**src/frame_buf_pkg.sv**
```systemverilog
`default_nettype none

package frame_buf_pkg;

    //////////////////////////////////////////////////////////////////////
    // smd codes
    //////////////////////////////////////////////////////////////////////

    // start of preemptable frame, also fragment count 0..3 on frag strobe
    localparam logic [7:0] SMD_S0 = 8'he6;
    localparam logic [7:0] SMD_S1 = 8'h4c;
    localparam logic [7:0] SMD_S2 = 8'h7f;
    localparam logic [7:0] SMD_S3 = 8'hb3;

    localparam int FRAG_CODE_W = 2;

    // address width for the default 2048 byte ram
    localparam int ADDR_W = 11;
    localparam int LEN_W  = 12;

    typedef logic [ADDR_W-1:0] addr_t;
    typedef logic [LEN_W-1:0]  len_t;

    //////////////////////////////////////////////////////////////////////
    // structs
    //////////////////////////////////////////////////////////////////////

    // one stored frame
    typedef struct packed {
        logic [7:0]             smd;
        logic [FRAG_CODE_W-1:0] frag;
        logic [1:0]             crc_flags;  // bit 0 crc ok, bit 1 mcrc ok
        addr_t                  start_addr;
        len_t                   length;
    } frame_desc_t;

    // user word on the output stream
    typedef struct packed {
        logic                   marker;
        logic [7:0]             smd;
        logic [FRAG_CODE_W-1:0] frag;
        logic [1:0]             crc_flags;
        logic [2:0]             rsvd;
    } axis_user_t;

    // incoming byte stream, last and crc bits valid with the final byte
    typedef struct packed {
        logic [7:0] data;
        logic       strb;
        logic       last;
        logic       crc_err;
        logic [1:0] crc_flags;
    } frame_in_t;

    // ring address step, wraps at the ram depth
    function automatic addr_t addr_next(input addr_t addr, input int depth);
        return (addr == addr_t'(depth - 1)) ? '0 : addr + addr_t'(1);
    endfunction

endpackage

`default_nettype wire

```
**src/frame_reader.sv**
```systemverilog
`timescale 1ns/10ps
`default_nettype none

module frame_reader
    import frame_buf_pkg::*;
#(
    parameter int RAM_DEPTH = 2048
) (
    input  wire                i_clk,
    input  wire                i_rst,
    input  wire frame_desc_t   i_head,
    input  wire                i_empty,
    input  wire [7:0]          i_rd_data,
    output logic               o_pop,
    output logic               o_rd_en,
    output addr_t              o_rd_addr,
    output logic [7:0]         o_data,
    output logic               o_valid,
    output logic               o_last,
    output axis_user_t         o_user,
    output len_t               o_len
);

    if (RAM_DEPTH < 2 || RAM_DEPTH > (1 << ADDR_W)) begin : g_bad_depth
        $error("frame_reader depth %0d does not fit addr_t", RAM_DEPTH);
    end

    localparam logic ST_IDLE = 1'b0;
    localparam logic ST_READ = 1'b1;

    logic  state;
    addr_t rd_addr;
    len_t  remaining;
    logic  final_rd;

    //////////////////////////////////////////////////////////////////////
    // descriptor pop and read sequencing
    //////////////////////////////////////////////////////////////////////

    // one pop per frame, only from idle
    assign o_pop     = (state == ST_IDLE) && !i_empty;
    assign o_rd_en   = (state == ST_READ);
    assign o_rd_addr = rd_addr;
    // last ram read of the frame
    assign final_rd  = o_rd_en && (remaining == len_t'(1));

    always_ff @(posedge i_clk or posedge i_rst) begin
        if (i_rst) begin
            state     <= ST_IDLE;
            rd_addr   <= '0;
            remaining <= '0;
        end else begin
            case (state)
                ST_IDLE: begin
                    if (o_pop) begin
                        state     <= ST_READ;
                        rd_addr   <= i_head.start_addr;
                        remaining <= i_head.length;
                    end
                end
                ST_READ: begin
                    rd_addr   <= addr_next(rd_addr, RAM_DEPTH);
                    remaining <= remaining - len_t'(1);
                    // back to idle leaves a gap before the next frame
                    if (final_rd) begin
                        state <= ST_IDLE;
                    end
                end
                default: state <= ST_IDLE;
            endcase
        end
    end

    //////////////////////////////////////////////////////////////////////
    // output framing
    //////////////////////////////////////////////////////////////////////

    // valid and last delayed to match the ram read latency
    always_ff @(posedge i_clk or posedge i_rst) begin
        if (i_rst) begin
            o_valid <= 1'b0;
            o_last  <= 1'b0;
        end else begin
            o_valid <= o_rd_en;
            o_last  <= final_rd;
        end
    end

    // sideband taken at the pop, held for the whole frame
    always_ff @(posedge i_clk or posedge i_rst) begin
        if (i_rst) begin
            o_user <= '0;
            o_len  <= '0;
        end else if (o_pop) begin
            o_user.marker    <= 1'b1;
            o_user.smd       <= i_head.smd;
            o_user.frag      <= i_head.frag;
            o_user.crc_flags <= i_head.crc_flags;
            o_user.rsvd      <= '0;
            o_len            <= i_head.length;
        end
    end

    // stale ram data masked between frames
    assign o_data = o_valid ? i_rd_data : '0;

endmodule

`default_nettype wire

```
**config.mk**
```make
export PLATFORM = sky130hd
export DESIGN_NAME = frame_reader
export DESIGN_NICKNAME = d
export VERILOG_FILES = /design/src/frame_buf_pkg.sv /design/src/frame_reader.sv
export SDC_FILE = /design/constraint.sdc
export NUM_CORES = 1
export LEC_CHECK = 0
export BUFFER_PORTS_ARGS = -buffer_cell sky130_fd_sc_hd__buf_4
export CORE_MARGIN = 2
export CORE_UTILIZATION = 44
export CTS_CLUSTER_DIAMETER = 150
export DETAILED_ROUTE_END_ITERATION = 10
export PLACE_DENSITY = 0.76
export SYNTH_ARGS = -nofsm -noshare
export SYNTH_HDL_FRONTEND = slang
export SYNTH_SLANG_ARGS = --single-unit
```
**constraint.sdc**
```tcl
create_clock -name i_clk -period 1.5 [get_ports i_clk]
set_input_delay 0.225 -clock i_clk [delete_from_list [all_inputs] [get_ports i_clk]]
set_output_delay 0.225 -clock i_clk [all_outputs]
set_load 0.03 [all_outputs]
```
==> results.sh <==
export IMPL_ys_ff_latch=51
export IMPL_yosys_warnings=0
export IMPL_cts_tree="built"
export IMPL_ys_flop_type="dfrtp_1"
export IMPL_final_common_cell="buf_4"
export IMPL_fin_cells=464
export IMPL_cts_num_sinks=51
export IMPL_combPwrFrac=0.452
export IMPL_finalSetupViolCount=0
export IMPL_grt_remaining_overflow=0
export IMPL_postSynthCellCount=269
export IMPL_avgSynthCellArea_um2=9.06
export IMPL_arrival_ns=1.69
export IMPL_clk_latency_ns=0.30
export IMPL_grt_first_pass_wirelength_mm=10.3
export IMPL_drt_initial_drc_count=162
export IMPL_crit_chain="ha_4, and3_4, a41o_1, o21ai_1, a221o_1"
export IMPL_grtUsageTotal=0.212
export IMPL_reg2reg_depth=5
export IMPL_synthDistinctLibCells=46
export IMPL_nets=440
export IMPL_drc=0
export IMPL_max_clock_freq_ghz=0.667
export IMPL_cp_max_fo=5
export IMPL_crit_path_top_delay_cell="dfrtp_2"
export IMPL_hold_class="in2reg"
export IMPL_hold_depth=3
export IMPL_path_clk_slew_ns=0.10
export IMPL_period_share=0.999
export IMPL_final_cell_mix="buf_4, nand2_1, dfrtp_1"
export IMPL_yosysSeqAreaShare=0.524
export IMPL_coreArea_mm2=0.00544
export IMPL_start_util=0.448
export IMPL_finalWirelength_mm=6.42
export IMPL_critPathMaxStageDelay_ns=0.42
export IMPL_fin_tns_setup_ns=0
export IMPL_syn_area_mm2=0.00244
export IMPL_n_antenna_cell=0
export IMPL_cts_htree_levels=2
export IMPL_antenna_found_initial=0
export IMPL_p_total_w=0.00583
export IMPL_p_leak_nw=1.83
export IMPL_die_area_mm2=0.00615
export IMPL_viasPerCell=5.02
export IMPL_worstSetupPathType="reg2reg"
export IMPL_cp_num_buf_inv=0
export IMPL_p_sw_frac=0.395
export IMPL_end_kind="register"
export IMPL_wl_per_cell_um=13.8
export IMPL_die_width_um=78.4
export IMPL_gp_congestion=0.918
export IMPL_dpl_hpwl_mm=4.86
export IMPL_critPathTopFamily="compound AO/OA/AOI/OAI gates"
export IMPL_ys_async_sr_fraction=1.00
export IMPL_final_hold_viol_count=0
export IMPL_period_minus_slack_ns=1.50
export IMPL_cts_root_buf="clkbuf_8"
export IMPL_syn2layout_area_growth_pct=47.7
export IMPL_first_global_vias=2238
export IMPL_layout_drive_gt1_share=0.401
export IMPL_firstDrtPassIters=4
export IMPL_postLayoutCoreUtil=0.662
export IMPL_clockBufferDepth=2
export IMPL_crit_required_ns=1.69
export IMPL_grt_start_max_net_pins=38
export IMPL_intPower_w=0.00353
export IMPL_fp_row_count=27
export IMPL_antenna_left=0
export IMPL_port_buffers=93
export IMPL_p_per_area_mw_per_mm2=1620
export IMPL_max_cap_violations=0
export IMPL_pwr_share_clk=0.163
export IMPL_vias=2327
export IMPL_cts_buffers=5
export IMPL_vdd_drop_max_uv=863
export IMPL_p_switching_w=0.00230
export IMPL_synth_enable_flop_cells=0
export IMPL_top_level_ports=97
export IMPL_die_h_um=78.4
export IMPL_slew_viol_final=0
export IMPL_fin_skew_ns=0.00956
export IMPL_critPathLaunchType="register"
export IMPL_pwr_share_seq=0.385
export IMPL_path_depth=5
export IMPL_rsz0062_at_grt="true"
export IMPL_placed_cells=451
export IMPL_outcome="finished, final reports clean"
[power groups by stage]
stage / clock, W / sequential [W] / combinational (W)
3_5_place_dp: 0 / 0.00223 / 0.00255
2_1_floorplan: 0 / 0.00280 / 0.000915
5_1_grt: 0.00102 / 0.00231 / 0.00287
4_1_cts: 0.000969 / 0.00221 / 0.00258
6_report: 0.000951 / 0.00224 / 0.00263
3_3_place_gp: 0 / 0.00223 / 0.00249
[logic make-up after synthesis]
| logic type | share of synthesized area |
|---|---|
| flip-flops | 0.524 |
| AND/OR/NAND/NOR | 0.275 |
| adder cells (fa/ha/maj) | 0.0154 |
| XOR/XNOR | 0.00360 |
| multiplexers | 0.00411 |
| AO/OA/AOI/OAI | 0.126 |
| buffers and inverters | 0.0503 |
| other | 0.00154 |
[final timing paths]
| check | from | endpoint | slack [ns] |
|---|---|---|---|
| max in group asynchronous | i_rst | o_rd_en | 0.54 |
| worst max-delay path | o_rd_addr[0] | o_rd_addr[3] | 0.002 |
| min in group asynchronous | i_rst | o_valid | 0.45 |
| worst min register to register | o_len[7] | o_len[7] | 0.49 |
| worst max register to register | o_rd_addr[0] | o_rd_addr[3] | 0.002 |
| worst min-delay path | i_head[34] | o_user[14] | 0.11 |
[state kept, by name, indices dropped and copies added, names as in the netlist]
register	flops
o_user	13
o_len	12
remaining	12
o_rd_addr	11
o_last	1
o_rd_en	1
o_valid	1
[cell usage after synthesis, types with 2 or more instances]
| cell type | count | area (µm²) |
|---|---|---|
| a211oi_1 | 5 | 37.5 |
| a21oi_1 | 10 | 50.1 |
| a221o_1 | 4 | 40.0 |
| and2_1 | 8 | 50.1 |
| and3_1 | 7 | 43.8 |
| buf_2 | 8 | 40.0 |
| buf_4 | 5 | 37.5 |
| dfrtp_1 | 51 | 1280 |
| ha_1 | 3 | 37.5 |
| inv_1 | 9 | 33.8 |
| nand2_1 | 83 | 312 |
| nand2b_1 | 2 | 12.5 |
| nand3_1 | 11 | 55.1 |
| nand4b_1 | 2 | 17.5 |
| nor2_1 | 10 | 37.5 |
| nor2b_1 | 3 | 18.8 |
| nor3_1 | 5 | 25.0 |
| nor3b_1 | 2 | 15.0 |
| o211ai_1 | 4 | 30.0 |
| o21ai_0 | 6 | 30.0 |
| o21ai_1 | 2 | 10.0 |
| o22ai_1 | 2 | 12.5 |
| o311ai_0 | 3 | 26.3 |
| or4_1 | 2 | 15.0 |
[metal layers]
| layer | routed length [µm] | vias up | GRT usage |
|---|---|---|---|
| met5 | 0 | - | 0 |
| met4 | 59 | 0 | 0.0456 |
| met3 | 454 | 6 | 0.0494 |
| met2 | 3150 | 94 | 0.361 |
| met1 | 2760 | 1073 | 0.276 |
| li1 | - | 1154 | - |
[what timing repair did]
item / 4_1_cts / 5_1_grt
setup buffers: 2 / 2
pin swaps: 1 / 3
endpoints found under the hold margin: 14 / 0
hold buffers: 1 / 0
endpoints found under the setup margin: 3 / 7
gates resized for setup: 5 / 9
[worst min-delay path, cell delays in order]
cell	delay, ns
buf_4	0.08
nand2_1	0.04
nand2_1	0.05
[area by class of cell]
cell class | count | area [µm²]
clock buffers | 6 | 72.6
fillers | 470 | 1840
flip-flops and latches | 51 | 1280
multi-input cells | 195 | 1090
inverters | 11 | 46.3
repair buffers | 127 | 972
well taps | 72 | 90.1
clock inverters | 2 | 37.5
[metrics by stage]
stage / cell area, µm² / worst slack (ns) / hold WS [ns]
detailed placement: 3410 / 0.0103 / 0.228
global placement: 3410 / 0.0514 / 0.221
global route: 3600 / -0.0564 / 0.110
floorplan: 2470 / -0.0644 / 0.330
finish: 3600 / 0.00173 / 0.110
CTS: 3560 / 0.00753 / 0.104
Note: power is estimated with default switching activity, not from simulation.
