<file path="config.mk">
export PLATFORM = sky130hd
export DESIGN_NAME = frame_writer
export DESIGN_NICKNAME = d
export VERILOG_FILES = /design/src/frame_buf_pkg.sv /design/src/frame_writer.sv
export SDC_FILE = /design/constraint.sdc
export NUM_CORES = 1
export LEC_CHECK = 0
export ABC_AREA = 0
export BUFFER_PORTS_ARGS = -buffer_cell sky130_fd_sc_hd__buf_2
export CAP_MARGIN = 10
export CORE_ASPECT_RATIO = 1.25
export CORE_MARGIN = 4
export CORE_UTILIZATION = 45
export CTS_CLUSTER_SIZE = 20
export DETAILED_ROUTE_END_ITERATION = 12
export MAX_ROUTING_LAYER = met4
export PLACE_DENSITY = 0.74
export SLEW_MARGIN = 20
export SYNTH_ARGS = -nofsm -noshare
export SYNTH_HDL_FRONTEND = slang
export SYNTH_SLANG_ARGS = --single-unit
</file>
<file path="constraint.sdc">
create_clock -name i_clk -period 2 [get_ports i_clk]
set_clock_uncertainty 0.15 [all_clocks]
set_input_delay 0.4 -clock i_clk [delete_from_list [all_inputs] [get_ports i_clk]]
set_output_delay 0.4 -clock i_clk [all_outputs]
set_load 0.05 [all_outputs]
</file>
<file path="src/frame_buf_pkg.sv">
`default_nettype none

package frame_buf_pkg;

    //////////////////////////////////////////////////////////////////////
    // smd codes
    //////////////////////////////////////////////////////////////////////

    // start of preemptable frame, also fragment count 0..3 on frag strobe
    localparam logic [7:0] SMD_S0 = 8'he6;
    localparam logic [7:0] SMD_S1 = 8'h4c;
    localparam logic [7:0] SMD_S2 = 8'h7f;
    localparam logic [7:0] SMD_S3 = 8'hb3;

    localparam int FRAG_CODE_W = 2;

    // address width for the default 2048 byte ram
    localparam int ADDR_W = 11;
    localparam int LEN_W  = 12;

    typedef logic [ADDR_W-1:0] addr_t;
    typedef logic [LEN_W-1:0]  len_t;

    //////////////////////////////////////////////////////////////////////
    // structs
    //////////////////////////////////////////////////////////////////////

    // one stored frame
    typedef struct packed {
        logic [7:0]             smd;
        logic [FRAG_CODE_W-1:0] frag;
        logic [1:0]             crc_flags;  // bit 0 crc ok, bit 1 mcrc ok
        addr_t                  start_addr;
        len_t                   length;
    } frame_desc_t;

    // user word on the output stream
    typedef struct packed {
        logic                   marker;
        logic [7:0]             smd;
        logic [FRAG_CODE_W-1:0] frag;
        logic [1:0]             crc_flags;
        logic [2:0]             rsvd;
    } axis_user_t;

    // incoming byte stream, last and crc bits valid with the final byte
    typedef struct packed {
        logic [7:0] data;
        logic       strb;
        logic       last;
        logic       crc_err;
        logic [1:0] crc_flags;
    } frame_in_t;

    // ring address step, wraps at the ram depth
    function automatic addr_t addr_next(input addr_t addr, input int depth);
        return (addr == addr_t'(depth - 1)) ? '0 : addr + addr_t'(1);
    endfunction

endpackage

`default_nettype wire

</file>
<file path="src/frame_writer.sv">
`timescale 1ns/10ps
`default_nettype none

module frame_writer
    import frame_buf_pkg::*;
#(
    parameter int RAM_DEPTH = 2048
) (
    input  wire              i_clk,
    input  wire              i_rst,
    input  wire frame_in_t   i_frame,
    input  wire [7:0]        i_smd,
    input  wire              i_smd_vld,
    input  wire [7:0]        i_frag,
    input  wire              i_frag_vld,
    input  wire              i_desc_full,
    output logic             o_wr_en,
    output addr_t            o_wr_addr,
    output logic [7:0]       o_wr_data,
    output logic             o_desc_push,
    output frame_desc_t      o_desc
);

    if (RAM_DEPTH < 2 || RAM_DEPTH > (1 << ADDR_W)) begin : g_bad_depth
        $error("frame_writer depth %0d does not fit addr_t", RAM_DEPTH);
    end

    logic [7:0]             r_data;
    logic                   r_strb;
    logic                   r_last;
    logic                   r_crc_err;
    logic [7:0]             smd_q;
    logic [FRAG_CODE_W-1:0] frag_q;
    logic [1:0]             crc_flags_q;
    logic                   smd_is_start;
    addr_t                  wr_ptr;
    addr_t                  frame_start;
    addr_t                  cur_start;
    len_t                   byte_cnt;
    logic                   in_frame;
    logic                   keep_frame;

    //////////////////////////////////////////////////////////////////////
    // input stage
    //////////////////////////////////////////////////////////////////////

    always_ff @(posedge i_clk or posedge i_rst) begin
        if (i_rst) begin
            r_strb    <= 1'b0;
            r_last    <= 1'b0;
            r_crc_err <= 1'b0;
        end else begin
            r_strb    <= i_frame.strb;
            r_last    <= i_frame.strb & i_frame.last;
            r_crc_err <= i_frame.crc_err;
        end
    end

    always_ff @(posedge i_clk) begin
        r_data <= i_frame.data;
    end

    // an smd-s start also restarts the fragment count
    assign smd_is_start = i_smd_vld && (i_smd inside {SMD_S0, SMD_S1, SMD_S2, SMD_S3});

    always_ff @(posedge i_clk or posedge i_rst) begin
        if (i_rst) begin
            smd_q       <= '0;
            frag_q      <= '0;
            crc_flags_q <= '0;
        end else begin
            if (i_smd_vld) begin
                smd_q <= i_smd;
            end
            if (smd_is_start) begin
                frag_q <= '0;
            end else if (i_frag_vld) begin
                case (i_frag)
                    SMD_S0:  frag_q <= 2'd0;
                    SMD_S1:  frag_q <= 2'd1;
                    SMD_S2:  frag_q <= 2'd2;
                    SMD_S3:  frag_q <= 2'd3;
                    default: frag_q <= frag_q;
                endcase
            end
            // crc status only meaningful with the final byte
            if (i_frame.strb && i_frame.last) begin
                crc_flags_q <= i_frame.crc_flags;
            end
        end
    end

    //////////////////////////////////////////////////////////////////////
    // write addressing
    //////////////////////////////////////////////////////////////////////

    // single byte frame starts at the pointer itself
    assign cur_start  = in_frame ? frame_start : wr_ptr;
    // keep only clean frames that still find a queue slot
    assign keep_frame = r_last && !r_crc_err && !i_desc_full;

    assign o_wr_en     = r_strb;
    assign o_wr_addr   = wr_ptr;
    assign o_wr_data   = r_data;
    assign o_desc_push = keep_frame;

    always_comb begin
        o_desc.smd        = smd_q;
        o_desc.frag       = frag_q;
        o_desc.crc_flags  = crc_flags_q;
        o_desc.start_addr = cur_start;
        o_desc.length     = byte_cnt + len_t'(1);
    end

    always_ff @(posedge i_clk or posedge i_rst) begin
        if (i_rst) begin
            wr_ptr      <= '0;
            frame_start <= '0;
            byte_cnt    <= '0;
            in_frame    <= 1'b0;
        end else if (r_strb) begin
            if (r_last) begin
                in_frame <= 1'b0;
                byte_cnt <= '0;
                // dropped frame gives its space back
                wr_ptr   <= keep_frame ? addr_next(wr_ptr, RAM_DEPTH) : cur_start;
            end else begin
                in_frame <= 1'b1;
                byte_cnt <= byte_cnt + len_t'(1);
                wr_ptr   <= addr_next(wr_ptr, RAM_DEPTH);
                if (!in_frame) begin
                    frame_start <= wr_ptr;
                end
            end
        end
    end

endmodule

`default_nettype wire

</file>
==> results.md <==
* CP Class: reg2out
* Final hold slack at 0.01262 ns
* Worst slew pin tran at 0.4550 ns
* Cell taking the most area after synthesis: dfrtp_1
* Routed length per instance at 15.75 um
* Post-DP Area at 3656 um^2
* Top Ports at 90
* Total GRT Usage at 19.91%
* Post-synth EDFFs at 0
* Mapped Area at 2963 um^2
* Average size of a mapped cell at 10.43 um^2
* Clock root cell: clkbuf_8
* CTS tree: yes
* Max rail drop VDD at 602.4 uV
* YS warnings at 0
* Die Ht at 98.72 um
* Worst Path Required at 1.45 ns
* Pleak at 2.081 nW
* Post-Synthesis Net Count at 320
* GPL Wtd Cong at 0.8121
* PwrDens at 1120 nW/um^2
* Fin crit period at 2.247 ns
* Violated checks: setup timing
* Layout area overhead at 48.56%
* Slew HR at 69.67%
* H-tree depth at 3
* Later-pin clock latency in the skew report at 0.34 ns
* Tot Pwr at 0.004930 W
* Unrepaired setup endpoints after global routing: true
* Yosys cell types at 56
* Vias in the first global route at 2,611
* Nets at 452
* Max_cap viols at 0
* Final setup violation count at 13
* Clk slew on worst S/H paths at 0.07 ns
* Pin count of the biggest net entering global routing at 51
* Top FF cell, synth: dfrtp_1
* First-pass GRT wire length at 12,060 um
* HP Class: in2reg
* CP max FO at 3
* DRC viols at 0
* Design area at 4402 um^2
* DIE WIDTH at 80.58 um
* Vias/cell at 5.269
* Core area at 6286 um^2
* Final slew viol count at 0
* Die area at 7954 um^2
* Most numerous cell in the Yosys netlist: dfrtp_1
* Final hold violation count at 0
* Setup TNS Final at -1.355 ns
* Fin util at 70.02%
* Post-Syn Instances at 284
* FFs w/ async S/R, synth at 86.21%
* Share of layout cells above drive strength 1 at 50.36%
* Status: finished, violations left
* Final wirelength at 7971 um
* Clock sinks at 58
* Clock buffer count from CTS at 9
* Final worst setup slack at -0.2471 ns
* #FFs+latches synth at 58
* Hpwl dp at 4992 um
* Fmax at 445.0 MHz
* CP Launch Type: register
* Initial antenna violation count at 0
* # diodes at 0
* Post-synthesis sequential area ratio at 47.64%
* WP data arrival at 1.70 ns
* Share of the synthesized area in the top cell type at 42.23%
* Port Buffer Count at 89
* Pre-antenna DRT Iters at 6
* Top cells by area, synth: dfrtp_1 (42%), mux2_2 (6.5%), dfxtp_1 (5.4%), mux2i_1 (3.0%), inv_1 (3.0%)
* Via count at 2,666
* Grt total ovfl at 0
* Starting DRT DRC Count at 135
* Std-Cell Rows at 32
* Detail Route Antenna Nets at 0
* Crit. End Element: output port
* Starting Density at 47.13%
* CTS max path bufs at 2
* Period Utilization, post-route at 112.4%
* Filler cells at 469
* Synth top cells by count: dfrtp_1 (50), inv_1 (24), nand2_1 (23), mux2_2 (17)
## layout by cell type (no fill, tap or decap), types with 8 or more instances in the layout
cell type and count:
dfrtp_2 9, buf_6 19, o21ai_0 14, a21oi_1 11
buf_2 68, mux2_2 13, dfxtp_1 8, xnor2_2 9
clkbuf_8 11, nand2_1 22, nor2_1 13, inv_1 21
dfrtp_1 41, buf_4 36
## critical path, cell delays in order, from the launching register on
cell	delay [ns]
dfrtp_2	0.43
ha_4	0.17
nand4_4	0.11
nor4_4	0.31
xnor2_2	0.16
buf_6	0.18
## registers in the layout (all words and copies together), names as in the netlist
name and count:
r_crc_err 1, r_last 1, o_wr_addr 11, o_wr_en 1, o_wr_data 8, smd_q 8
byte_cnt 12, frame_start 11, in_frame 1, crc_flags_q 2, frag_q 2
## area by class of cell
type                       count  area, um^2  share of cell area [%]
multi-input combinational    187        1588                   36.07
sequential                    58        1423                   32.32
timing repair buffer         135       992.2                   22.54
clock buffer                  12       176.4                   4.008
tap                           85       106.4                   2.416
inverter                      25       93.84                   2.132
clock inverter                 4       22.52                  0.5117
## worst paths after layout
check	from	to	slack [ns]	depth (start not counted)
max	byte_cnt[1]$_DFFE_PP0P_	o_desc[10]	-0.25	5
min	i_frame[10]	o_wr_data[5]$_DFF_P_	0.01	1
max reg2reg	o_wr_addr[0]$_DFFE_PP0P_	o_wr_addr[3]$_DFFE_PP0P_	0.13	5
min reg2reg	frame_start[9]$_DFFE_PP0P_	frame_start[9]$_DFFE_PP0P_	0.35	1
max in group asynchronous	i_rst	o_wr_addr[0]$_DFFE_PP0P_	0.95	4
min in group asynchronous	i_rst	byte_cnt[3]$_DFFE_PP0P_	0.50	4
## power by group
group          leakage, nW  switching (W)  total [W]  internal, W
Clock                0.103       0.000477    0.00106     0.000586
Combinational         1.30        0.00140    0.00219     0.000799
Sequential           0.675       0.000274    0.00167      0.00140
Total                 2.08        0.00215    0.00493      0.00278
## cell families (layout without fill, tap and decap cells)
family | after synthesis | count (layout) | synth area share, %
AO/OA/AOI/OAI | 66 | 66 | 15.16
XOR/XNOR | 10 | 10 | 2.956
adder cells (fa/ha/maj) | 2 | 2 | 0.8445
buffers and inverters | 39 | 176 | 5.447
flip-flops | 58 | 58 | 47.64
multiplexers | 30 | 30 | 11.02
AND/OR/NAND/NOR | 79 | 79 | 16.93
## per-stage QoR
stage	cells	setup WS, ns
3_5_place_dp	460	-0.08519
4_1_cts	490	-0.2505
5_1_grt	506	-0.3248
2_1_floorplan	284	0.008086
6_report	506	-0.2471
3_3_place_gp	460	-0.04101
## repair_timing
| action | in CTS | in global routing |
|---|---|---|
| buffers inserted | 9 | 16 |
| gates cloned | 0 | 1 |
| setup endpoints to repair | 17 | 21 |
| hold endpoints to repair | 54 | 0 |
| pin swaps | 9 | 12 |
| resized for setup | 40 | 49 |
| hold buffers | 5 | 0 |
## metal layers
metal  GRT usage (%)  up-vias  part of all wire, %
met2           32.91       97                   51
met3           5.484       19                  6.1
li1                -     1284                    -
met4           7.542        0                  2.5
met1           22.81     1266                   40
met5               -        -                    0
No activity file was read; power rests on OpenSTA's default activity.
