### src/frame_buf_pkg.sv
`default_nettype none

package frame_buf_pkg;

    //////////////////////////////////////////////////////////////////////
    // smd codes
    //////////////////////////////////////////////////////////////////////

    // start of preemptable frame, also fragment count 0..3 on frag strobe
    localparam logic [7:0] SMD_S0 = 8'he6;
    localparam logic [7:0] SMD_S1 = 8'h4c;
    localparam logic [7:0] SMD_S2 = 8'h7f;
    localparam logic [7:0] SMD_S3 = 8'hb3;

    localparam int FRAG_CODE_W = 2;

    // address width for the default 2048 byte ram
    localparam int ADDR_W = 11;
    localparam int LEN_W  = 12;

    typedef logic [ADDR_W-1:0] addr_t;
    typedef logic [LEN_W-1:0]  len_t;

    //////////////////////////////////////////////////////////////////////
    // structs
    //////////////////////////////////////////////////////////////////////

    // one stored frame
    typedef struct packed {
        logic [7:0]             smd;
        logic [FRAG_CODE_W-1:0] frag;
        logic [1:0]             crc_flags;  // bit 0 crc ok, bit 1 mcrc ok
        addr_t                  start_addr;
        len_t                   length;
    } frame_desc_t;

    // user word on the output stream
    typedef struct packed {
        logic                   marker;
        logic [7:0]             smd;
        logic [FRAG_CODE_W-1:0] frag;
        logic [1:0]             crc_flags;
        logic [2:0]             rsvd;
    } axis_user_t;

    // incoming byte stream, last and crc bits valid with the final byte
    typedef struct packed {
        logic [7:0] data;
        logic       strb;
        logic       last;
        logic       crc_err;
        logic [1:0] crc_flags;
    } frame_in_t;

    // ring address step, wraps at the ram depth
    function automatic addr_t addr_next(input addr_t addr, input int depth);
        return (addr == addr_t'(depth - 1)) ? '0 : addr + addr_t'(1);
    endfunction

endpackage

`default_nettype wire

### src/desc_fifo.sv
`timescale 1ns/10ps
`default_nettype none

module desc_fifo
    import frame_buf_pkg::*;
#(
    parameter int DESC_DEPTH = 16
) (
    input  wire                i_clk,
    input  wire                i_rst,
    input  wire                i_push,
    input  wire frame_desc_t   i_desc,
    input  wire                i_pop,
    output frame_desc_t        o_head,
    output logic               o_empty,
    output logic               o_full
);

    localparam int PTR_W = $clog2(DESC_DEPTH);
    localparam int CNT_W = $clog2(DESC_DEPTH + 1);

    frame_desc_t      mem [DESC_DEPTH];
    logic [PTR_W-1:0] wr_ptr;
    logic [PTR_W-1:0] rd_ptr;
    logic [CNT_W-1:0] count;
    logic             do_push;
    logic             do_pop;

    // overflow and underflow requests are dropped
    assign do_push = i_push && !o_full;
    assign do_pop  = i_pop && !o_empty;

    assign o_empty = (count == '0);
    assign o_full  = (count == CNT_W'(DESC_DEPTH));

    // fwft head
    assign o_head = mem[rd_ptr];

    always_ff @(posedge i_clk) begin
        if (do_push) begin
            mem[wr_ptr] <= i_desc;
        end
    end

    always_ff @(posedge i_clk or posedge i_rst) begin
        if (i_rst) begin
            wr_ptr <= '0;
            rd_ptr <= '0;
            count  <= '0;
        end else begin
            if (do_push) begin
                wr_ptr <= (wr_ptr == PTR_W'(DESC_DEPTH - 1)) ? '0 : wr_ptr + PTR_W'(1);
            end
            if (do_pop) begin
                rd_ptr <= (rd_ptr == PTR_W'(DESC_DEPTH - 1)) ? '0 : rd_ptr + PTR_W'(1);
            end
            // occupancy
            case ({do_push, do_pop})
                2'b10:   count <= count + CNT_W'(1);
                2'b01:   count <= count - CNT_W'(1);
                default: count <= count;
            endcase
        end
    end

endmodule

`default_nettype wire

### config.mk
export PLATFORM = sky130hd
export DESIGN_NAME = desc_fifo
export DESIGN_NICKNAME = d
export VERILOG_FILES = /design/src/frame_buf_pkg.sv /design/src/desc_fifo.sv
export SDC_FILE = /design/constraint.sdc
export NUM_CORES = 1
export LEC_CHECK = 0
export BUFFER_PORTS_ARGS = -buffer_cell sky130_fd_sc_hd__buf_2
export CAP_MARGIN = 20
export CORE_UTILIZATION = 56
export CTS_CLUSTER_DIAMETER = 120
export DETAILED_ROUTE_END_ITERATION = 10
export PLACE_DENSITY = 0.75
export REMOVE_ABC_BUFFERS = 1
export SETUP_SLACK_MARGIN = 0.05
export SYNTH_ARGS = -nofsm -noshare
export SYNTH_HDL_FRONTEND = slang
export SYNTH_SLANG_ARGS = --single-unit
### constraint.sdc
create_clock -name i_clk -period 3.8 [get_ports i_clk]
set_input_delay 0.95 -clock i_clk [delete_from_list [all_inputs] [get_ports i_clk]]
set_output_delay 0.95 -clock i_clk [all_outputs]
set_load 0.01 [all_outputs]
==> results of run 1 <==
[how the worst min path moves through the flow]
stage / startpoint / endpoint / slack, ns / cells after the start
after floorplan: count[2] / count[2] / 0.50 / 2
after global placement: count[2] / count[2] / 0.55 / 2
after detailed placement: count[2] / count[2] / 0.55 / 2
after CTS: i_rst / count[2] / 0.40 / 2
after global routing: i_rst / wr_ptr[1] / 0.44 / 2
final: i_rst / count[1] / 0.41 / 2
[area by class of cell]
cell class | instances | area (sq um) | area share
sequential | 573 | 17200 | 0.677
multi-input combinational | 468 | 4930 | 0.195
clock buffer | 68 | 1430 | 0.0563
timing repair buffer | 126 | 933 | 0.0368
tap | 518 | 648 | 0.0256
clock inverter | 29 | 214 | 0.00845
inverter | 6 | 22.5 | 0.000889
[cells in the final DEF (no fill, tap or decap), types with 2 or more instances in the layout]
master and n:
a21o_1 5, a21oi_1 2, a221oi_1 14, a221oi_2 21, a22oi_1 35, buf_12 14
buf_2 75, buf_4 37, bufinv_16 3, clkbuf_1 13, clkbuf_16 55, clkinv_1 16
clkinv_2 6, dfrtp_1 9, dfrtp_4 4, edfxtp_1 560, ha_1 9, inv_1 5
inv_6 3, mux2_2 2, mux2i_1 140, mux4_2 70, nand2_1 49, nand2b_1 2
nand3_1 3, nor2_1 3, nor2_4 12, nor2b_4 2, nor3_2 4, nor4_1 2
o211ai_1 35, o21ai_0 18, o21ai_1 21, xnor2_1 5
[power breakdown]
part	switching (W)	leakage, nW	internal [W]	total, W
Combinational	0.00326	2.43	0.00239	0.00565
Clock	0.00219	0.798	0.00285	0.00503
Sequential	0.000363	5.21	0.00757	0.00793
Total	0.00581	8.44	0.0128	0.0186
[logic make-up after synthesis]
family	synth area share
AO/OA/AOI/OAI	0.0571
XOR/XNOR	0.00195
adder cells (fa/ha/maj)	0.00591
buffers and inverters	0.0217
flip-flops	0.764
multiplexers	0.134
AND/OR/NAND/NOR	0.0155
[worst max-delay path: stages (launching register included)]
cell and delay, ns:
dfrtp_4 0.66, and2_4 0.56, buf_4 0.33, a22oi_1 0.12, o211ai_1 0.11, nand2_1 0.12, buf_2 0.16
[stage by stage]
| stage | instance area (sq um) | utilization | cells | hold slack (ns) | setup TNS, ns |
|---|---|---|---|---|---|
| finish | 25300 | 0.648 | 1788 | 0.407 | 0 |
| global route | 25300 | 0.648 | 1788 | 0.442 | 0 |
| CTS | 25300 | 0.647 | 1782 | 0.403 | 0 |
| detailed placement | 23600 | 0.605 | 1685 | 0.555 | 0 |
| global placement | 23600 | 0.605 | 1685 | 0.546 | 0 |
| floorplan | 22000 | - | 1047 | 0.503 | -335.63 |
[registers in the layout (all words and copies together) (netlist names)]
| signal | count |
|---|---|
| mem | 560 |
| count | 5 |
| rd_ptr | 4 |
| wr_ptr | 4 |
[routing by layer]
layer,GRT usage,part of all wire
met5,0,0.00053
met4,0.0647,0.021
met3,0.0432,0.075
met2,0.378,0.49
met1,0.326,0.41
==> results.json, run 1 <==
{
  "drt_pass1_iterations": 5,
  "num_rows": 72,
  "layout-drive-gt1-share": 0.246,
  "synth_seq_area_share": 0.764,
  "drc": 0,
  "pre_cts_ws_ns": 0.533,
  "total_power_w": 0.0186,
  "drtAntennaViolNets": 0,
  "n_fill_cell": 2575,
  "finalHoldViolCount": 0,
  "gp_congestion": 0.730,
  "area_growth_pct": 12.9,
  "cts_max_path_buffers": 3,
  "yosysTopAreaCell": "edfxtp_1",
  "cts-resized-gates": 0,
  "cts_tree": "done",
  "vias": 11100,
  "postCtsHoldBufs": 0,
  "viasPerCell": 6.21,
  "cp-start-kind": "flop",
  "pin_count": 76,
  "grt-ovfl-total": 0,
  "synth_area_leaders": "edfxtp_1, mux4_2, mux2i_1",
  "ir_drop_mv": 0.456,
  "min_period_ns": 3.61,
  "synth_area_per_cell_sq_um": 20.1,
  "hold_class": "input port to async pin",
  "r2r_cells": 9,
  "finalMaxSlewViolations": 0,
  "r2r-end": "count[4]",
  "setup_ws_ns": 0.190,
  "die_h_microns": 202,
  "diodes": 0,
  "ctsHtreeMaxLevel": 2,
  "port_buffers": 75,
  "synth_edf_count": 560,
  "wl_per_cell_microns": 26.2,
  "syn-cell-area_sq_um": 22400,
  "yosysMostFrequentCell": "edfxtp_1",
  "root_buffer": "clkbuf_16",
  "startpoint": "rd_ptr[2]",
  "max_slew_margin": 0.526,
  "path_max_fanout": 30,
  "period_share": 0.950,
  "grt_max_degree": 42,
  "async_reset_ff_frac": 0.0227,
  "crit_type": "flop to output pin",
  "synthDistinctLibCells": 43,
  "path_clk_slew_ns": 0.06,
  "die_x_microns": 202,
  "grt_antenna_before_repair": 2,
  "cts_setup_buffers": 0,
  "cp.arrival_ns": 2.66,
  "crit_required_ns": 2.85,
  "synth_ff_type": "edfxtp_1",
  "ys.warnings.count": 0,
  "dieArea_sq_um": 40900,
  "p_leak_nw": 8.44,
  "cap_violations": 0,
  "yosys.area.top_type_share": 0.750,
  "max_slew.worst_pin.slew_ns": 0.711,
  "clkSinkCount": 573,
  "worstSetupEndpoint": "o_head[28]",
  "synth.top_cells.by_count": "edfxtp_1, mux2i_1, mux4_2",
  "drt_iter0_drc": 1040,
  "setup_viol": 0,
  "power_density_nw_per_um2": 735,
  "insertion_delay_ns": 0.59,
  "cts_made_buffers": 55,
  "syn_inst": 1115,
  "initial_utilization": 0.574,
  "grt_pass1_wl_microns": 69800,
  "core_area_sq_um": 39100,
  "ff2ff_setup_slack_ns": 0.58,
  "fin_worst_skew_ns": 0.0195,
  "reg2reg_from": "count[0]",
  "dpl.hpwl_microns": 24300,
  "nets": 1279,
  "rsz0062_at_grt": "false",
  "drt-total-wl_microns": 46800,
  "crit_path_end_kind": "output pin",
  "grt_usage": 0.232,
  "outcome": "completed",
  "synth-seq-cells": 573,
  "first_global_vias": 11400,
  "fmax_ghz": 0.277
}
No activity file was read; power rests on OpenSTA's default activity.
==> run 2, diff against run 1 <==
ABC_AREA = 1   (was not set)
CORE_MARGIN = 2   (was not set)
==> results.json, run 2 <==
{
  "outcome": "completed",
  "min_period_ns": 3.73,
  "max_slew_margin": 0.503,
  "crit_required_ns": 2.85,
  "vias": 17000,
  "cp.arrival_ns": 2.78,
  "placed_area_sq_um": 26500,
  "first_global_vias": 17100,
  "dieArea_sq_um": 46600,
  "insertion_delay_ns": 0.61,
  "reg2reg_from": "count[0]",
  "layout_commonest_cell": "nand2_1",
  "n_fill_cell": 3229,
  "postCtsHoldBufs": 0,
  "crit_type": "flop to output pin",
  "num_rows": 77,
  "finalHoldViolCount": 0,
  "grt_antenna_before_repair": 2,
  "swShare": 0.363,
  "port_buffers": 75,
  "power.internal_w": 0.0127,
  "area_growth_pct": 12.5,
  "yosysMostFrequentCell": "nand2_1",
  "cts_max_path_buffers": 3,
  "ctsHtreeMaxLevel": 2,
  "gp_congestion": 0.797,
  "p_leak_nw": 12.6,
  "stdcell_count": 3229,
  "cp_top_family": "flip-flops",
  "fmax_ghz": 0.268,
  "synth_edf_count": 560,
  "yosysTopAreaCell": "edfxtp_1",
  "synth_area_leaders": "edfxtp_1, nand2_1, inv_1",
  "synth-seq-cells": 573,
  "drc": 0,
  "syn_inst": 2515,
  "crit_path_end_kind": "output pin",
  "pre_cts_ws_ns": 0.718,
  "diodes": 0,
  "p_switching_w": 0.00722,
  "synthDistinctLibCells": 20,
  "layout-drive-gt1-share": 0.0872,
  "synth_ff_type": "edfxtp_1",
  "clock_power_share": 0.271,
  "top_regs": "mem x560, count x5",
  "synth_seq_area_share": 0.683,
  "setup_viol": 0,
  "core_area_sq_um": 44200,
  "largest_register": "mem",
  "path_clk_slew_ns": 0.06,
  "drt_iter0_drc": 1665,
  "ir_drop_mv": 0.551,
  "synth.top_cells.by_count": "nand2_1, edfxtp_1, inv_1",
  "nets": 2640,
  "die_x_microns": 216,
  "cp-start-kind": "flop",
  "cap_violations": 0,
  "hold_class": "input port to async pin",
  "drt_pass1_iterations": 5,
  "p_seq_frac": 0.395,
  "die_h_microns": 216,
  "crit_path_cell_trace": "buf_16, nand2_1, nand3_1, nand2_1, nand2_1, nand2_1, inv_1, nand2_1, buf_2",
  "syn-cell-area_sq_um": 25100,
  "synth_area_per_cell_sq_um": 9.99,
  "slowest_delay_ns": 0.75,
  "ys.warnings.count": 0,
  "initial_utilization": 0.568,
  "async_reset_ff_frac": 0.0227,
  "stdcell_area_sq_um": 28300,
  "drt-total-wl_microns": 58300,
  "path_max_fanout": 133,
  "drtAntennaViolNets": 0,
  "path_buf_inv": 3,
  "setup_ws_ns": 0.0682,
  "grt_pass1_wl_microns": 91200,
  "power_density_nw_per_um2": 704,
  "cp_common_cell": "nand2_1",
  "fin_util": 0.639,
  "fin_worst_skew_ns": 0.0172,
  "cts_tree": "done",
  "finalMaxSlewViolations": 0,
  "viasPerCell": 5.28,
  "period_share": 0.982,
  "layout_common_cells": "nand2_1, edfxtp_1, inv_1, nand3_1, buf_2",
  "rsz0062_at_grt": "true",
  "cpMaxStageDelayCell": "dfrtp_4",
  "max_slew.worst_pin.slew_ns": 0.744,
  "tns_ns": 0,
  "dpl.hpwl_microns": 32400,
  "grt_usage": 0.254,
  "clkSinkCount": 573,
  "grt_max_degree": 134,
  "yosys.area.top_type_share": 0.670,
  "dp_cells": 3124,
  "comb_power_share": 0.334,
  "grt-ovfl-total": 0,
  "wl_per_cell_microns": 18.1,
  "largest_reg_flops": 560,
  "startpoint": "rd_ptr[0]",
  "root_buffer": "clkbuf_16",
  "pin_count": 76,
  "cts_made_buffers": 57
}
## run 2: path summary, 6_finish.rpt
path | to | slack, ns | cells after the start
max | o_head[22] | 0.07 | 9
min | wr_ptr[1] | 0.40 | 2
min reg2reg | count[2] | 0.54 | 2
min in group i_clk | count[2] | 0.54 | 2
max reg2reg | mem[5][16] | 1.19 | 7
max in group asynchronous | rd_ptr[1] | 2.97 | 2
## run 2: metal layers
layer | track usage | part of all wire
met1 | 0.336 | 0.39
met2 | 0.423 | 0.48
met3 | 0.0410 | 0.092
met4 | 0.102 | 0.033
met5 | 0 | 0.00051
## run 2: cell families (layout without fill, tap and decap cells)
group,Yosys count,in the layout,share of synthesized area
compound gates,11,11,0.00219
flops,573,573,0.683
xor+xnor,5,5,0.00174
fa+ha+maj,10,10,0.00528
buf+inv,656,778,0.102
simple gates,1260,1260,0.207
## run 2: power by group through the flow
stage / clock network [W] / logic (W) / registers (W)
floorplan: 0 / 0.00386 / 0.00822
global placement: 0 / 0.00635 / 0.00795
detailed placement: 0 / 0.00656 / 0.00797
CTS: 0.00543 / 0.00662 / 0.00784
global route: 0.00567 / 0.00734 / 0.00790
finish: 0.00538 / 0.00665 / 0.00785
## run 2: final cells by class
class,count,area [sq um],share of cell area
clock buffers,74,1490,0.0527
clock inverters,31,280,0.00992
inverters,546,2070,0.0732
multi-input cells,1286,5550,0.196
flip-flops and latches,573,17200,0.607
well taps,592,741,0.0262
repair buffers,127,981,0.0347
## run 2: what timing repair did
item,CTS,global route
setup buffers,0,0
endpoints found under the setup margin,0,27
gates resized for setup,0,5
## run 2: through the flow
step                hold WS (ns)  total power, W
floorplan                  0.482          0.0121
finish                     0.400          0.0199
global placement           0.512          0.0143
detailed placement         0.518          0.0145
global route               0.446          0.0209
CTS                        0.394          0.0199
==> run 3, diff against run 2 <==
REMOVE_ABC_BUFFERS = not set   (was 1)
==> results.json, run 3 (synthesized netlist as in run 2, its figures left out) <==
{
  "p_switching_w": 0.00717,
  "wl_per_cell_microns": 17.8,
  "setup_ws_ns": 0.149,
  "crit_path_end_kind": "output pin",
  "vias": 16900,
  "power_density_nw_per_um2": 703,
  "period_share": 0.961,
  "first_global_vias": 16400,
  "gp_congestion": 0.776,
  "fin_worst_skew_ns": 0.0153,
  "clkSinkCount": 573,
  "clock_power_share": 0.272,
  "area_growth_pct": 11.9,
  "whs_ns": 0.381,
  "crit_type": "flop to output pin",
  "finalHoldViolCount": 0,
  "die_x_microns": 216,
  "dieArea_sq_um": 46600,
  "insertion_delay_ns": 0.61,
  "finalMaxSlewViolations": 0,
  "grt_usage": 0.248,
  "dr_wl_met2_microns": 27300,
  "power.internal_w": 0.0126,
  "grt_pass1_wl_microns": 88700,
  "drt_iter0_drc": 1917,
  "pre_cts_ws_ns": 0.679,
  "nets": 2624,
  "port_buffers": 75,
  "stdcell_count": 3212,
  "core_area_sq_um": 44200,
  "reg2reg_from": "count[0]",
  "cp-start-kind": "flop",
  "grt_max_degree": 187,
  "path_max_fanout": 26,
  "swShare": 0.363,
  "grt_antenna_before_repair": 1,
  "drt-total-wl_microns": 57300,
  "p_leak_nw": 12.5,
  "cts_made_buffers": 56,
  "cp.arrival_ns": 2.70,
  "r2r-end": "mem[10][13]",
  "cts_setup_buffers": 0,
  "num_rows": 77,
  "ff2ff_setup_slack_ns": 1.24,
  "r2r_cells": 7,
  "tns_ns": 0,
  "initial_utilization": 0.568,
  "largest_register": "mem",
  "grt-ovfl-total": 0,
  "drt-met1-wl_microns": 23000,
  "dp_cells": 3109,
  "max_slew.worst_pin.slew_ns": 0.895,
  "root_buffer": "clkbuf_16",
  "largest_reg_flops": 560,
  "die_h_microns": 216,
  "rsz0062_at_grt": "false",
  "cts_tree": "done",
  "dpl.hpwl_microns": 29200,
  "drtAntennaViolNets": 0,
  "min_period_ns": 3.65,
  "viasPerCell": 5.25,
  "top_layer_used": "met4",
  "p_seq_frac": 0.392,
  "syn_nets": 2564,
  "comb_power_share": 0.336,
  "path_clk_slew_ns": 0.06,
  "ir_drop_mv": 0.632,
  "crit_required_ns": 2.85,
  "drc": 0,
  "outcome": "completed",
  "fmax_ghz": 0.274,
  "layout-drive-gt1-share": 0.0817,
  "cts_max_path_buffers": 3,
  "ctsHtreeMaxLevel": 2,
  "postCtsHoldBufs": 0,
  "max_slew_margin": 0.403,
  "dr_wl_met3_microns": 5240,
  "cap_violations": 0,
  "layout_commonest_cell": "nand2_1",
  "top_regs": "mem x560, count x5",
  "drt_pass1_iterations": 7,
  "pin_count": 76,
  "setup_viol": 0,
  "hold_class": "input port to async pin",
  "layout_common_cells": "nand2_1, edfxtp_1, inv_1, nand3_1, buf_2"
}
-- run 3: changes by cell type in the layout (fill, tap and decap cells not counted), sizes merged --
cell / change
buf: -15
clkbuf: -2
clkinvlp: +1
clkinv: -3
inv: +1
diode: +1
-- run 3: worst max path at each step --
stage,from,end,slack [ns]
final,rd_ptr[2],o_head[28],0.15
after global routing,rd_ptr[2],o_head[23],0.05
after CTS,rd_ptr[0],o_head[20],0.13
after detailed placement,rd_ptr[2],o_head[8],0.68
after global placement,rd_ptr[2],o_head[8],0.69
after floorplan,i_push,mem[0][0],0.54
-- run 3: layout make-up --
type                            instances  area, sq um
Antenna cell                            1         2.50
Clock buffer                           72         1480
Clock inverter                         30          282
Fill cell                            3258        16100
Inverter                              546         2060
Multi-Input combinational cell       1286         5550
Sequential cell                       573        17200
Tap cell                              592          741
Timing Repair Buffer                  112          845
-- run 3: power groups by stage --
stage | Sequential, W | Combinational (W) | Clock, W
3_5_place_dp | 0.00788 | 0.00657 | 0
6_report | 0.00775 | 0.00664 | 0.00538
4_1_cts | 0.00775 | 0.00662 | 0.00542
5_1_grt | 0.00779 | 0.00736 | 0.00565
2_1_floorplan | 0.00780 | 0.00444 | 0
3_3_place_gp | 0.00786 | 0.00644 | 0
-- run 3: what timing repair did --
action | 4_1_cts | 5_1_grt
pin swaps | 0 | 0
gates resized for setup | 1 | 1
setup endpoints to repair | 2 | 9
-- run 3: layer usage --
metal | global-route usage | vias to the layer above
met5 | 0 | -
met4 | 0.0901 | 0
met3 | 0.0443 | 132
met2 | 0.408 | 752
met1 | 0.333 | 7955
li1 | - | 8030
-- run 3: critical path, cell delays in order, from the launching register on --
cell and delay (ns):
dfrtp_2 0.61, inv_2 0.67, buf_4 0.34, nand3_1 0.12, nand3_1 0.10, nand2_1 0.08
buf_2 0.15
-- run 3: metrics by stage --
step | util | instance area, sq um | total power [W]
2_1_floorplan | - | 25100 | 0.0122
3_3_place_gp | 0.596 | 26300 | 0.0143
3_5_place_dp | 0.596 | 26300 | 0.0144
4_1_cts | 0.636 | 28100 | 0.0198
5_1_grt | 0.636 | 28100 | 0.0208
6_report | 0.636 | 28100 | 0.0198
